### config.mk
export PLATFORM = sky130hd
export DESIGN_NAME = dcr_distrib
export DESIGN_NICKNAME = d
export VERILOG_FILES = /design/src/common/cluster_pkg.sv /design/src/source/dcr_distrib.sv
export SDC_FILE = /design/constraint.sdc
export NUM_CORES = 1
export LEC_CHECK = 0
export BUFFER_PORTS_ARGS = -buffer_cell sky130_fd_sc_hd__buf_2
export CAP_MARGIN = 20
export CORE_MARGIN = 3
export CORE_UTILIZATION = 39
export DETAILED_ROUTE_END_ITERATION = 6
export PLACE_DENSITY = 0.76
export SYNTH_ARGS = -nofsm -noshare
export SYNTH_HDL_FRONTEND = slang
export SYNTH_SLANG_ARGS = --single-unit
### constraint.sdc
create_clock -name clk -period 0.8 [get_ports clk]
set_input_delay 0.12 -clock clk [delete_from_list [all_inputs] [get_ports clk]]
set_output_delay 0.12 -clock clk [all_outputs]
set_load 0.05 [all_outputs]
### src/common/cluster_pkg.sv
/*
 * Cluster package
 * Widths of the memory port and the DCR bus, the DCR register map
 * and the request format that the sockets hand to the arbiter.
 */
`default_nettype none

package cluster_pkg;

    // Memory port
    localparam int ADDR_W = 16;
    localparam int DATA_W = 32;

    // DCR address split into page, socket index and register index
    localparam int DCR_ADDR_W = 12;
    localparam int DCR_PAGE_W = 4;
    localparam int DCR_SOCK_W = 4;
    localparam int DCR_REG_W  = 4;

    // Only this page holds the base state of the sockets
    localparam logic [DCR_PAGE_W-1:0] DCR_BASE_PAGE = 4'd1;

    // Upper bound on the socket count set by the socket index field
    localparam int MAX_SOCKETS = 16;

    // Per-socket register index
    typedef enum logic [DCR_REG_W-1:0] {
        REG_SRC   = 4'd0,
        REG_LEN   = 4'd1,
        REG_DST   = 4'd2,
        REG_START = 4'd3
    } dcr_reg_e;

    // One memory request of 49 bits
    typedef struct packed {
        logic              we;
        logic [ADDR_W-1:0] addr;
        logic [DATA_W-1:0] wdata;
    } mem_req_t;

endpackage

`default_nettype wire

### src/source/dcr_distrib.sv
/*
 * DCR distribution
 * Checks the page and socket index of each DCR write and forwards it,
 * one cycle later, as a single-cycle pulse to the addressed socket.
 */
`timescale 1ns/1ns
`default_nettype none

module dcr_distrib import cluster_pkg::*; #(
    parameter int NUM_SOCKETS = 4
) (
    input  wire                    clk,
    input  wire                    rst_n,

    input  wire                    dcr_wr_valid,
    input  wire [DCR_ADDR_W-1:0]   dcr_wr_addr,
    input  wire [DATA_W-1:0]       dcr_wr_data,

    output logic [NUM_SOCKETS-1:0] wr_valid,
    output dcr_reg_e               wr_reg,
    output logic [DATA_W-1:0]      wr_data
);

    logic [DCR_PAGE_W-1:0]  page;
    logic [DCR_SOCK_W-1:0]  sock;
    logic                   page_hit;
    logic [NUM_SOCKETS-1:0] sel;

    assign page     = dcr_wr_addr[DCR_ADDR_W-1 -: DCR_PAGE_W];
    assign sock     = dcr_wr_addr[DCR_REG_W +: DCR_SOCK_W];
    assign page_hit = dcr_wr_valid && (page == DCR_BASE_PAGE);

    // Socket indices at or above NUM_SOCKETS match no bit and are dropped
    always_comb begin
        for (int i = 0; i < NUM_SOCKETS; i++) begin
            sel[i] = page_hit && (sock == DCR_SOCK_W'(i));
        end
    end

    always_ff @(posedge clk or negedge rst_n) begin
        if (!rst_n) begin
            wr_valid <= '0;
        end else begin
            wr_valid <= sel;
        end
    end

    // Payload only moves with an accepted write
    always_ff @(posedge clk) begin
        if (|sel) begin
            wr_reg  <= dcr_reg_e'(dcr_wr_addr[DCR_REG_W-1:0]);
            wr_data <= dcr_wr_data;
        end
    end

    a_one_target: assert property (@(posedge clk) disable iff (!rst_n)
        $onehot0(wr_valid))
        else $error("DCR write routed to more than one socket");

endmodule

`default_nettype wire

==> flow_metrics.env <==
export IMPL_status="finished with violations"
export IMPL_violations="setup timing"
export IMPL_critPathSlowestCell="or4b_4"
export IMPL_fin_crit_sh_pct=150.1
export IMPL_synthXorXnorAreaFrac_pct=0
export IMPL_crit_fanout=16
export IMPL_required_ns=0.83
export IMPL_grt_pass1_vias=1141
export IMPL_clock_path_buffers=2
export IMPL_via_per_inst=4.619
export IMPL_rows=19
export IMPL_maxSlewHeadroom_pct=71.35
export IMPL_die_w_um=62.59
export IMPL_cts_sinks=40
export IMPL_yosysTopAreaCell="edfxtp_1"
export IMPL_postLayoutSetupSlackWorst_ns=-0.4008
export IMPL_pre_cts_slack_ns=-0.7868
export IMPL_nets=231
export IMPL_synth_most_common_cell="edfxtp_1"
export IMPL_dieHeight_um=62.59
export IMPL_synth_edf_count=36
export IMPL_min_path_type="in -> reg"
export IMPL_ctsRootBufferMaster="clkbuf_4"
export IMPL_synth_mux_area_fraction_pct=0
export IMPL_grt_overflow=0
export IMPL_cts_setup_buffers=0
export IMPL_synth_compound_area_share_pct=0
export IMPL_start_util_pct=43.05
export IMPL_crit_path_frequent_cell="buf_6"
export IMPL_cts_buffers=5
export IMPL_power_density_mw_per_mm2=1663
export IMPL_max_stage_delay_ns=0.55
export IMPL_ys_flop_type="edfxtp_1"
export IMPL_port_buffers=86
export IMPL_place_congestion=0.7135
export IMPL_synth_top_family_by_area="simple AND/OR/NAND/NOR gates"
export IMPL_crit_chain="buf_6 > or4b_4 > nor4_4 > buf_6"
export IMPL_dpl_cell_area_mm2=0.001777
export IMPL_met2_usage_pct=39.68
export IMPL_largest_register_ffs=32
export IMPL_design_area_mm2=0.002569
export IMPL_top_usage_layer="met2"
export IMPL_synth_cell_type_count=7
export IMPL_ioPinCount=87
export IMPL_peakVddDrop_mv=1.667
export IMPL_area_delta_synth_final_pct=105.7
export IMPL_synthArstFlopShare_pct=10.00
export IMPL_h_tree_depth=2
export IMPL_max_freq_ghz=0.8327
export IMPL_rsz0062_at_grt="true"
export IMPL_fin_crit_ns=1.201
export IMPL_wl_per_cell_um=18.91
export IMPL_synthAdderAreaFrac_pct=0
export IMPL_coreArea_mm2=0.002900
export IMPL_syn_area_mm2=0.001249
export IMPL_layout_drive_gt1_share_pct=56.52
export IMPL_syn_nets=97
export IMPL_synthSimpleGateAreaFrac_pct=4.810
export IMPL_worstPathArrival_ns=1.23
export IMPL_track_usage_pct=21.04
export IMPL_n_antenna_cell=0
export IMPL_met3_usage_pct=6.655
export IMPL_drt_iter0_markers=22
export IMPL_tritoncts="built"
export IMPL_grt_util_met1_pct=22.68
export IMPL_drt_first_pass_iters=3
export IMPL_finalMaxSlewViolations=0
export IMPL_synth_top_area_share_pct=86.57
export IMPL_avgSynthCellArea_um2=24.97
export IMPL_synth_warning_count=0
export IMPL_drtAntennaViolNets=0
export IMPL_ys_seq_area_share_pct=94.59
export IMPL_antenna_found_initial=0
export IMPL_report_final_setup_viol=80
export IMPL_synth_common_cells="edfxtp_1, nor4_1, dfrtp_1"
export IMPL_vias=1044
export IMPL_drcViolationCount=0
export IMPL_cp_start_kind="input port"
export IMPL_tightest_slew_ns=0.4293
export IMPL_end_kind="register"
export IMPL_crit_type="in -> reg"
export IMPL_synth_area_top_cells="edfxtp_1, dfrtp_1, nor4_1"
export IMPL_wl_mm=4.274
export IMPL_synth_ff_latch_count=40
export IMPL_grt_pass1_wl_mm=6.113
export IMPL_cts_reportedPaths_clkPinSlew_ns=0.11
export IMPL_maxCapViolCount=0
export IMPL_hold_viol=0
export IMPL_grt_max_degree=18
export IMPL_finalSetupTns_ns=-23.24
export IMPL_die_area_mm2=0.003917
export IMPL_p_leak_uw=0.001069
export IMPL_syn_inst=50
[cells by family after synthesis]
family / Yosys count
flops: 40
buf+inv: 2
simple gates: 8
[layout by cell type (no fill, tap or decap)]
cell	Yosys	routed
dfrtp_1	4	4
bufinv_16	0	2
edfxtp_1	36	36
or4b_4	1	1
or3_1	1	1
clkbuf_4	0	5
buf_6	0	43
buf_2	0	45
dlygate4sd3_1	0	37
inv_1	2	2
nor4_4	0	5
buf_4	0	2
or3b_2	1	1
[layer usage]
layer  vias up  wire [um]
met5         -          0
met4         0         43
met3         5        389
met2        68       2344
met1       507       1497
li1        464          -
[critical path, delay by kind of cell]
family	cells	cell delay, ns
buf+inv	2	0.33
simple gates	2	0.78
[power by group]
part / switching (uW) / total (uW) / internal (uW) / leakage [uW]
sequential: 6.29 / 2290 / 2290 / 0.000380
clock: 624 / 1580 / 958 / 0.0000513
combinational: 162 / 395 / 233 / 0.000638
total: 793 / 4270 / 3480 / 0.00107
[stage by stage]
stage          total power (uW)  cells  util, %  hold WS, ns
6_report                   4271    226    88.57      0.03624
3_3_place_gp               2528    182    61.26     -0.07692
2_1_floorplan              2400     50        -      -0.1756
5_1_grt                    4410    226    88.57      0.02646
4_1_cts                    4214    226    86.50     -0.03152
3_5_place_dp               2536    182    61.26     -0.07129
[path summary, 6_finish.rpt]
| kind | start | endpoint | depth (start not counted) |
|---|---|---|---|
| min in group asynchronous | rst_n | wr_valid[2]$_DFF_PN0_ | 2 |
| max | dcr_wr_addr[9] | wr_data[27]$_DFFE_PP_ | 4 |
| max in group asynchronous | rst_n | wr_valid[0]$_DFF_PN0_ | 2 |
| min | dcr_wr_addr[4] | wr_valid[2]$_DFF_PN0_ | 2 |
[area by class of cell]
cell class	count	area [um2]
clock buffer	5	37.54
multi-input combinational	8	135.1
inverter	2	7.507
tap	42	52.55
clock inverter	2	60.06
fill	122	331.6
timing repair buffer	127	1095
sequential	40	1181
[what timing repair did]
| item | CTS | global route |
|---|---|---|
| resized for setup | 83 | 8 |
| hold endpoints to repair | 42 | 0 |
| hold buffers | 37 | 0 |
| endpoints found under the setup margin | 80 | 80 |
(Power assumes the default switching activity.)
