### src/common/cluster_pkg.sv
/*
 * Cluster package
 * Widths of the memory port and the DCR bus, the DCR register map
 * and the request format that the sockets hand to the arbiter.
 */
`default_nettype none

package cluster_pkg;

    // Memory port
    localparam int ADDR_W = 16;
    localparam int DATA_W = 32;

    // DCR address split into page, socket index and register index
    localparam int DCR_ADDR_W = 12;
    localparam int DCR_PAGE_W = 4;
    localparam int DCR_SOCK_W = 4;
    localparam int DCR_REG_W  = 4;

    // Only this page holds the base state of the sockets
    localparam logic [DCR_PAGE_W-1:0] DCR_BASE_PAGE = 4'd1;

    // Upper bound on the socket count set by the socket index field
    localparam int MAX_SOCKETS = 16;

    // Per-socket register index
    typedef enum logic [DCR_REG_W-1:0] {
        REG_SRC   = 4'd0,
        REG_LEN   = 4'd1,
        REG_DST   = 4'd2,
        REG_START = 4'd3
    } dcr_reg_e;

    // One memory request of 49 bits
    typedef struct packed {
        logic              we;
        logic [ADDR_W-1:0] addr;
        logic [DATA_W-1:0] wdata;
    } mem_req_t;

endpackage

`default_nettype wire

### src/common/mem_bus_if.sv
/*
 * Memory request bus
 * Four-phase req/ack link between one requester and one responder.
 * The request payload stays stable while req is high; rdata is valid
 * while ack is high on a read.
 */
`timescale 1ns/1ns
`default_nettype none

interface mem_bus_if import cluster_pkg::*; ();

    logic              req;
    logic              ack;
    mem_req_t          req_data;
    logic [DATA_W-1:0] rdata;

    // Socket side
    modport requester (
        output req,
        output req_data,
        input  ack,
        input  rdata
    );

    // Arbiter side
    modport responder (
        input  req,
        input  req_data,
        output ack,
        output rdata
    );

endinterface

`default_nettype wire

### src/socket/socket_core.sv
/*
 * Socket compute agent
 * Holds SRC, LEN and DST as written over the DCR bus. On START it reads
 * LEN words from SRC, adds them modulo 2^32 and writes the sum to DST,
 * one four-phase transaction at a time.
 */
`timescale 1ns/1ns
`default_nettype none

module socket_core import cluster_pkg::*; #(
    parameter int SOCKET_ID = 0
) (
    input  wire               clk,
    input  wire               rst_n,

    // DCR write from the distribution block
    input  wire               wr_valid,
    input  wire dcr_reg_e     wr_reg,
    input  wire [DATA_W-1:0]  wr_data,

    mem_bus_if.requester      mem,

    output logic              busy
);

    typedef enum logic [2:0] {
        ST_IDLE,
        ST_RD_REQ,
        ST_RD_WAIT,
        ST_WR_REQ,
        ST_WR_WAIT
    } state_e;

    state_e            state_q;
    state_e            state_d;

    // Job registers
    logic [ADDR_W-1:0] src_q;
    logic [DATA_W-1:0] len_q;
    logic [ADDR_W-1:0] dst_q;

    // Working state of the running job
    logic [ADDR_W-1:0] addr_q;
    logic [DATA_W-1:0] remain_q;
    logic [DATA_W-1:0] sum_q;

    logic              cfg_we;
    logic              start;
    logic              is_write;
    mem_req_t          req_pkt;

    // Job registers are frozen while a job runs so a START then does nothing
    assign cfg_we = wr_valid && (state_q == ST_IDLE);
    assign start  = cfg_we && (wr_reg == REG_START);
    assign busy   = (state_q != ST_IDLE);

    always_comb begin
        state_d = state_q;
        case (state_q)
            ST_IDLE: begin
                if (start) begin
                    state_d = (len_q == '0) ? ST_WR_REQ : ST_RD_REQ;
                end
            end
            ST_RD_REQ: begin
                if (mem.ack) begin
                    state_d = ST_RD_WAIT;
                end
            end
            // Wait for ack to fall before the next request
            ST_RD_WAIT: begin
                if (!mem.ack) begin
                    state_d = (remain_q == '0) ? ST_WR_REQ : ST_RD_REQ;
                end
            end
            ST_WR_REQ: begin
                if (mem.ack) begin
                    state_d = ST_WR_WAIT;
                end
            end
            ST_WR_WAIT: begin
                if (!mem.ack) begin
                    state_d = ST_IDLE;
                end
            end
            default: state_d = ST_IDLE;
        endcase
    end

    always_ff @(posedge clk or negedge rst_n) begin
        if (!rst_n) begin
            state_q <= ST_IDLE;
        end else begin
            state_q <= state_d;
        end
    end

    always_ff @(posedge clk) begin
        if (cfg_we) begin
            case (wr_reg)
                REG_SRC: src_q <= wr_data[ADDR_W-1:0];
                REG_LEN: len_q <= wr_data;
                REG_DST: dst_q <= wr_data[ADDR_W-1:0];
                default: ;
            endcase
        end
        if (start) begin
            addr_q   <= src_q;
            remain_q <= len_q;
            sum_q    <= '0;
        end else if ((state_q == ST_RD_REQ) && mem.ack) begin
            // Read data is valid while ack is high
            addr_q   <= addr_q + 1'b1;
            remain_q <= remain_q - 1'b1;
            sum_q    <= sum_q + mem.rdata;
        end
    end

    // Request follows the state register and never glitches
    assign is_write = (state_q == ST_WR_REQ) || (state_q == ST_WR_WAIT);

    always_comb begin
        req_pkt.we    = is_write;
        req_pkt.addr  = is_write ? dst_q : addr_q;
        req_pkt.wdata = sum_q;
    end

    assign mem.req      = (state_q == ST_RD_REQ) || (state_q == ST_WR_REQ);
    assign mem.req_data = req_pkt;

    a_req_stable: assert property (@(posedge clk) disable iff (!rst_n)
        mem.req && $past(mem.req) |-> $stable(mem.req_data))
        else $error("socket %0d: request payload changed while req was high", SOCKET_ID);

    a_req_after_ack: assert property (@(posedge clk) disable iff (!rst_n)
        $rose(mem.req) |-> !mem.ack)
        else $error("socket %0d: req raised before ack fell", SOCKET_ID);

endmodule

`default_nettype wire

### src/flat_wrapper.sv
// flat-port wrapper written by rule: the top's interface ports become plain ports
module socket_core_flat import cluster_pkg::*;
#(
    parameter int SOCKET_ID = 0
)
  (clk, rst_n, wr_valid, wr_reg, wr_data, busy, mem_req, mem_req_data, mem_ack, mem_rdata);
  mem_bus_if mem_i ();
  input  wire clk;
  input  wire rst_n;
  input  wire wr_valid;
  input  wire dcr_reg_e wr_reg;
  input  wire [DATA_W-1:0] wr_data;
  output logic busy;
  output wire logic [$bits(mem_i.req)-1:0] mem_req;
  output wire logic [$bits(mem_i.req_data)-1:0] mem_req_data;
  input wire logic [$bits(mem_i.ack)-1:0] mem_ack;
  input wire logic [$bits(mem_i.rdata)-1:0] mem_rdata;
  assign mem_req = mem_i.req;
  assign mem_req_data = mem_i.req_data;
  assign mem_i.ack = mem_ack;
  assign mem_i.rdata = mem_rdata;
  socket_core #(.SOCKET_ID(SOCKET_ID)) u_core (.clk(clk), .rst_n(rst_n), .wr_valid(wr_valid), .wr_reg(wr_reg), .wr_data(wr_data), .mem(mem_i), .busy(busy));
endmodule
### config.mk
export PLATFORM = sky130hd
export DESIGN_NAME = socket_core_flat
export DESIGN_NICKNAME = d
export VERILOG_FILES = /design/src/common/cluster_pkg.sv /design/src/common/mem_bus_if.sv /design/src/socket/socket_core.sv /design/src/flat_wrapper.sv
export SDC_FILE = /design/constraint.sdc
export NUM_CORES = 1
export LEC_CHECK = 0
export BUFFER_PORTS_ARGS = -buffer_cell sky130_fd_sc_hd__buf_2
export CAP_MARGIN = 20
export CORE_MARGIN = 1.5
export CORE_UTILIZATION = 50
export CTS_BUF_LIST = sky130_fd_sc_hd__clkbuf_4 sky130_fd_sc_hd__clkbuf_8 sky130_fd_sc_hd__clkbuf_16
export CTS_CLUSTER_SIZE = 25
export DETAILED_ROUTE_END_ITERATION = 10
export PLACE_DENSITY_LB_ADDON = 0.3
export SLEW_MARGIN = 10
export SYNTH_ARGS = -nofsm -noshare
export SYNTH_HDL_FRONTEND = slang
export SYNTH_SLANG_ARGS = --single-unit
### constraint.sdc
create_clock -name clk -period 3.5 [get_ports clk]
set_input_delay 0.175 -clock clk [delete_from_list [all_inputs] [get_ports clk]]
set_output_delay 0.175 -clock clk [all_outputs]
set_load 0.05 [all_outputs]
==> metrics.yaml <==
run_status:
  status: "finished clean"
global_route:
  grt_use_total: 0.2190
  antenna_found_initial: 1
  grt.met2_usage: 0.3368
  grt_pass1_wl_mm: 27.97
  grt_pass1_vias: 5785
  use_met1: 0.3023
  grtUsageMet3: 0.05738
  busiest_layer: "met2"
  gr-total-overflow: 0
  grt_max_degree: 111
die:
  initial_core_util: 0.5151
  core_mm2: 0.01526
  die-area_mm2: 0.01648
  rows: 45
  die_w_um: 128.4
  pin_count: 123
  fp.dieH_um: 128.4
cts:
  ctsRootBufferMaster: "clkbuf_16"
  cts_sinks: 147
  cts_inserted_buffers: 17
  h-tree-depth: 4
  ctsResizeCount: 0
  cts_tree: "yes"
  cts_setup_buffers: 0
  clkTransAtPathRegs_ns: 0.06
  clockBufferDepth: 2
  clk_latency_ns: 0.44
timing:
  finalCritPeriodShare: 0.8152
  max-slew-margin-rel: 0.3189
  layout_setup_ws_ns: 0.6466
  rsz0062_at_grt: "no"
  period_needed_ns: 2.853
  max_freq_mhz: 350.5
  final-setup-viol-count: 0
  fin_setup_tns_ns: 0
  fin_skew_ns: 0.008599
  max_slew.worst_pin.slew_ns: 1.022
  maxSlewViolCount: 0
  final_hold_viol_count: 0
route:
  drt_iter0_markers: 303
  viasPerCell: 5.313
  num_vias: 5993
  drt-pass1-iter-count: 5
  drc_errors: 0
  routed_wl_mm: 17.36
  wl_per_cell_um: 15.39
  ant_nets: 0
setup_path:
  r2r-end: "u_core.sum_q[30]"
  start_kind: "flip-flop"
  crit_chain: "ha_1, fa_1, a21o_1, nand4_1, a2111oi_0, or3_4, o311a_4, a41oi_2, o21ai_1, and3_1, nor3_1"
  cp.required_ns: 3.86
  reg2reg_depth: 11
  endpoint_kind: "flip-flop"
  crit_type: "reg2reg"
  critPathMaxStageDelay_ns: 0.41
  r2r_setup_slack_ns: 0.65
  critPathMaxFanout: 4
  crit_arrival_ns: 3.21
  r2r-start: "u_core.sum_q[0]"
  cp_slowest_cell: "fa_1"
final_layout:
  n_antenna_cell: 0
  syn_to_final_growth_pct: 22.05
  final_util: 0.6287
  nNetsFinal: 1011
  mostFrequentLayoutCells: "126 x nand2_1, 122 x buf_2, 112 x edfxtp_1"
  fill_cells: 1246
  layout_commonest_cell: "nand2_1"
  drive_gt1_frac: 0.2236
min_path:
  hold_path.class: "in2reg"
  worstHoldStart: "mem_ack"
  hold_end: "u_core.state_q[2]"
  holdPathStages: 2
pwr:
  powerDensity_mw_per_mm2: 746.7
  power_leakage_nw: 3.732
  power_w: 0.007163
  ir_drop_mv: 0.4081
synth:
  synthFlopType: "edfxtp_1"
  yosys_warnings: 0
  synth-edff-count: 112
  async_flop_share: 0.02041
  synth-seq-cells: 147
  netlist_area_mm2: 0.007860
  synth_nets: 861
  avgSynthCellArea_um2: 10.42
  syn_inst: 754
  synthDistinctLibCells: 63
  yosysSeqAreaShare: 0.5189
placement:
  routabilityCongestion: 0.8932
  place_ws_ns: 0.6647
  hpwl_mm: 12.10
  portBuffers: 122
run:
  max-cap-violations: 0
-- cell families (layout without fill, tap and decap cells) --
logic type                 Yosys count  after routing  share of synthesized area
and+or+nand+nor                    271            271                     0.1627
adders and majority gates           35             35                    0.05667
xor gates and xnor gates            67             67                    0.07466
muxes                               17             17                    0.02420
buffers and inverters               37            200                    0.02085
DFF                                147            147                     0.5189
AOI/OAI and AO/OA                  180            180                     0.1420
-- per-layer routing --
layer	vias up	routed length [um]
li1	3058	-
met1	2755	8339
met2	144	7861
met3	34	790
met4	2	354
met5	-	13
-- synthesized netlist by cell type, types with 3 or more instances --
| library cell | n | area share |
|---|---|---|
| dfrtp_1 | 3 | 0.0096 |
| nor4_1 | 13 | 0.010 |
| a21oi_1 | 52 | 0.033 |
| nor3_1 | 10 | 0.0064 |
| nor4_2 | 3 | 0.0048 |
| and2_1 | 5 | 0.0040 |
| mux2_2 | 16 | 0.023 |
| edfxtp_1 | 112 | 0.43 |
| inv_1 | 3 | 0.0014 |
| nor3b_1 | 3 | 0.0029 |
| buf_2 | 5 | 0.0032 |
| clkbuf_1 | 26 | 0.012 |
| a211oi_1 | 4 | 0.0038 |
| and3_1 | 12 | 0.0096 |
| a21o_1 | 26 | 0.025 |
| nand2_1 | 127 | 0.061 |
| or3_1 | 3 | 0.0024 |
| nand3_1 | 20 | 0.013 |
| o31ai_1 | 4 | 0.0038 |
| o21a_1 | 5 | 0.0048 |
| o21bai_1 | 4 | 0.0038 |
| nand4_1 | 10 | 0.0080 |
| ha_1 | 34 | 0.054 |
| nor2_1 | 46 | 0.022 |
| nor2b_1 | 6 | 0.0048 |
| o21ai_1 | 5 | 0.0032 |
| o21ai_0 | 52 | 0.033 |
| a31oi_1 | 8 | 0.0064 |
| xnor2_1 | 38 | 0.042 |
| xor2_1 | 29 | 0.032 |
| dfxtp_1 | 32 | 0.082 |
-- where the power goes --
part	internal [W]	switching [W]	total, W
clock	0.000938	0.000797	0.00174
combinational	0.00106	0.00193	0.00299
sequential	0.00220	0.000239	0.00244
-- critical path: cells and delay by family, from the launching register on --
family / cells / cell delay, ns
flops: 1 / 0.32
compound gates: 5 / 1.00
simple gates: 4 / 0.82
fa+ha+maj: 2 / 0.62
-- cell type report --
class                      count  area [um2]  share of cell area
clock inverter                15       140.1             0.01461
sequential                   147        4079              0.4252
timing repair buffer         165        1041              0.1085
multi-input combinational    570        3632              0.3786
clock buffer                  17       425.4             0.04435
tap                          211       264.0             0.02752
inverter                       3       11.26            0.001174
-- stage by stage --
step / hold WS [ns] / instance area [um2] / cells
after floorplan: -0.1206 / 7860 / 754
after global placement: -0.02799 / 8697 / 1063
after detailed placement: -0.02478 / 8697 / 1063
after CTS: 0.02532 / 9593 / 1128
after global routing: 0.05744 / 9593 / 1128
final: 0.04250 / 9593 / 1128
-- registers in the layout (all words and copies together), names as in the netlist --
| name | flops |
|---|---|
| u_core.dst_q | 16 |
| u_core.sum_q | 32 |
| u_core.addr_q | 16 |
| u_core.state_q | 3 |
| u_core.remain_q | 32 |
| u_core.src_q | 16 |
| u_core.len_q | 32 |
-- worst max path at each step --
stage | end | cells after the start | slack [ns] | from
floorplan | u_core.len_q[0] | 5 | 0.12 | u_core.state_q[0]
global placement | u_core.sum_q[30] | 11 | 0.71 | u_core.sum_q[0]
detailed placement | u_core.sum_q[30] | 11 | 0.66 | u_core.sum_q[0]
CTS | u_core.sum_q[30] | 11 | 0.64 | u_core.sum_q[0]
global route | u_core.sum_q[30] | 11 | 0.45 | u_core.sum_q[0]
finish | u_core.sum_q[30] | 11 | 0.65 | u_core.sum_q[0]
-- repair_timing --
action,in CTS,in global routing
hold buffers,33,0
endpoints found under the hold margin,67,0
endpoints found under the setup margin,0,0
Note: power is estimated with default switching activity, not from simulation.
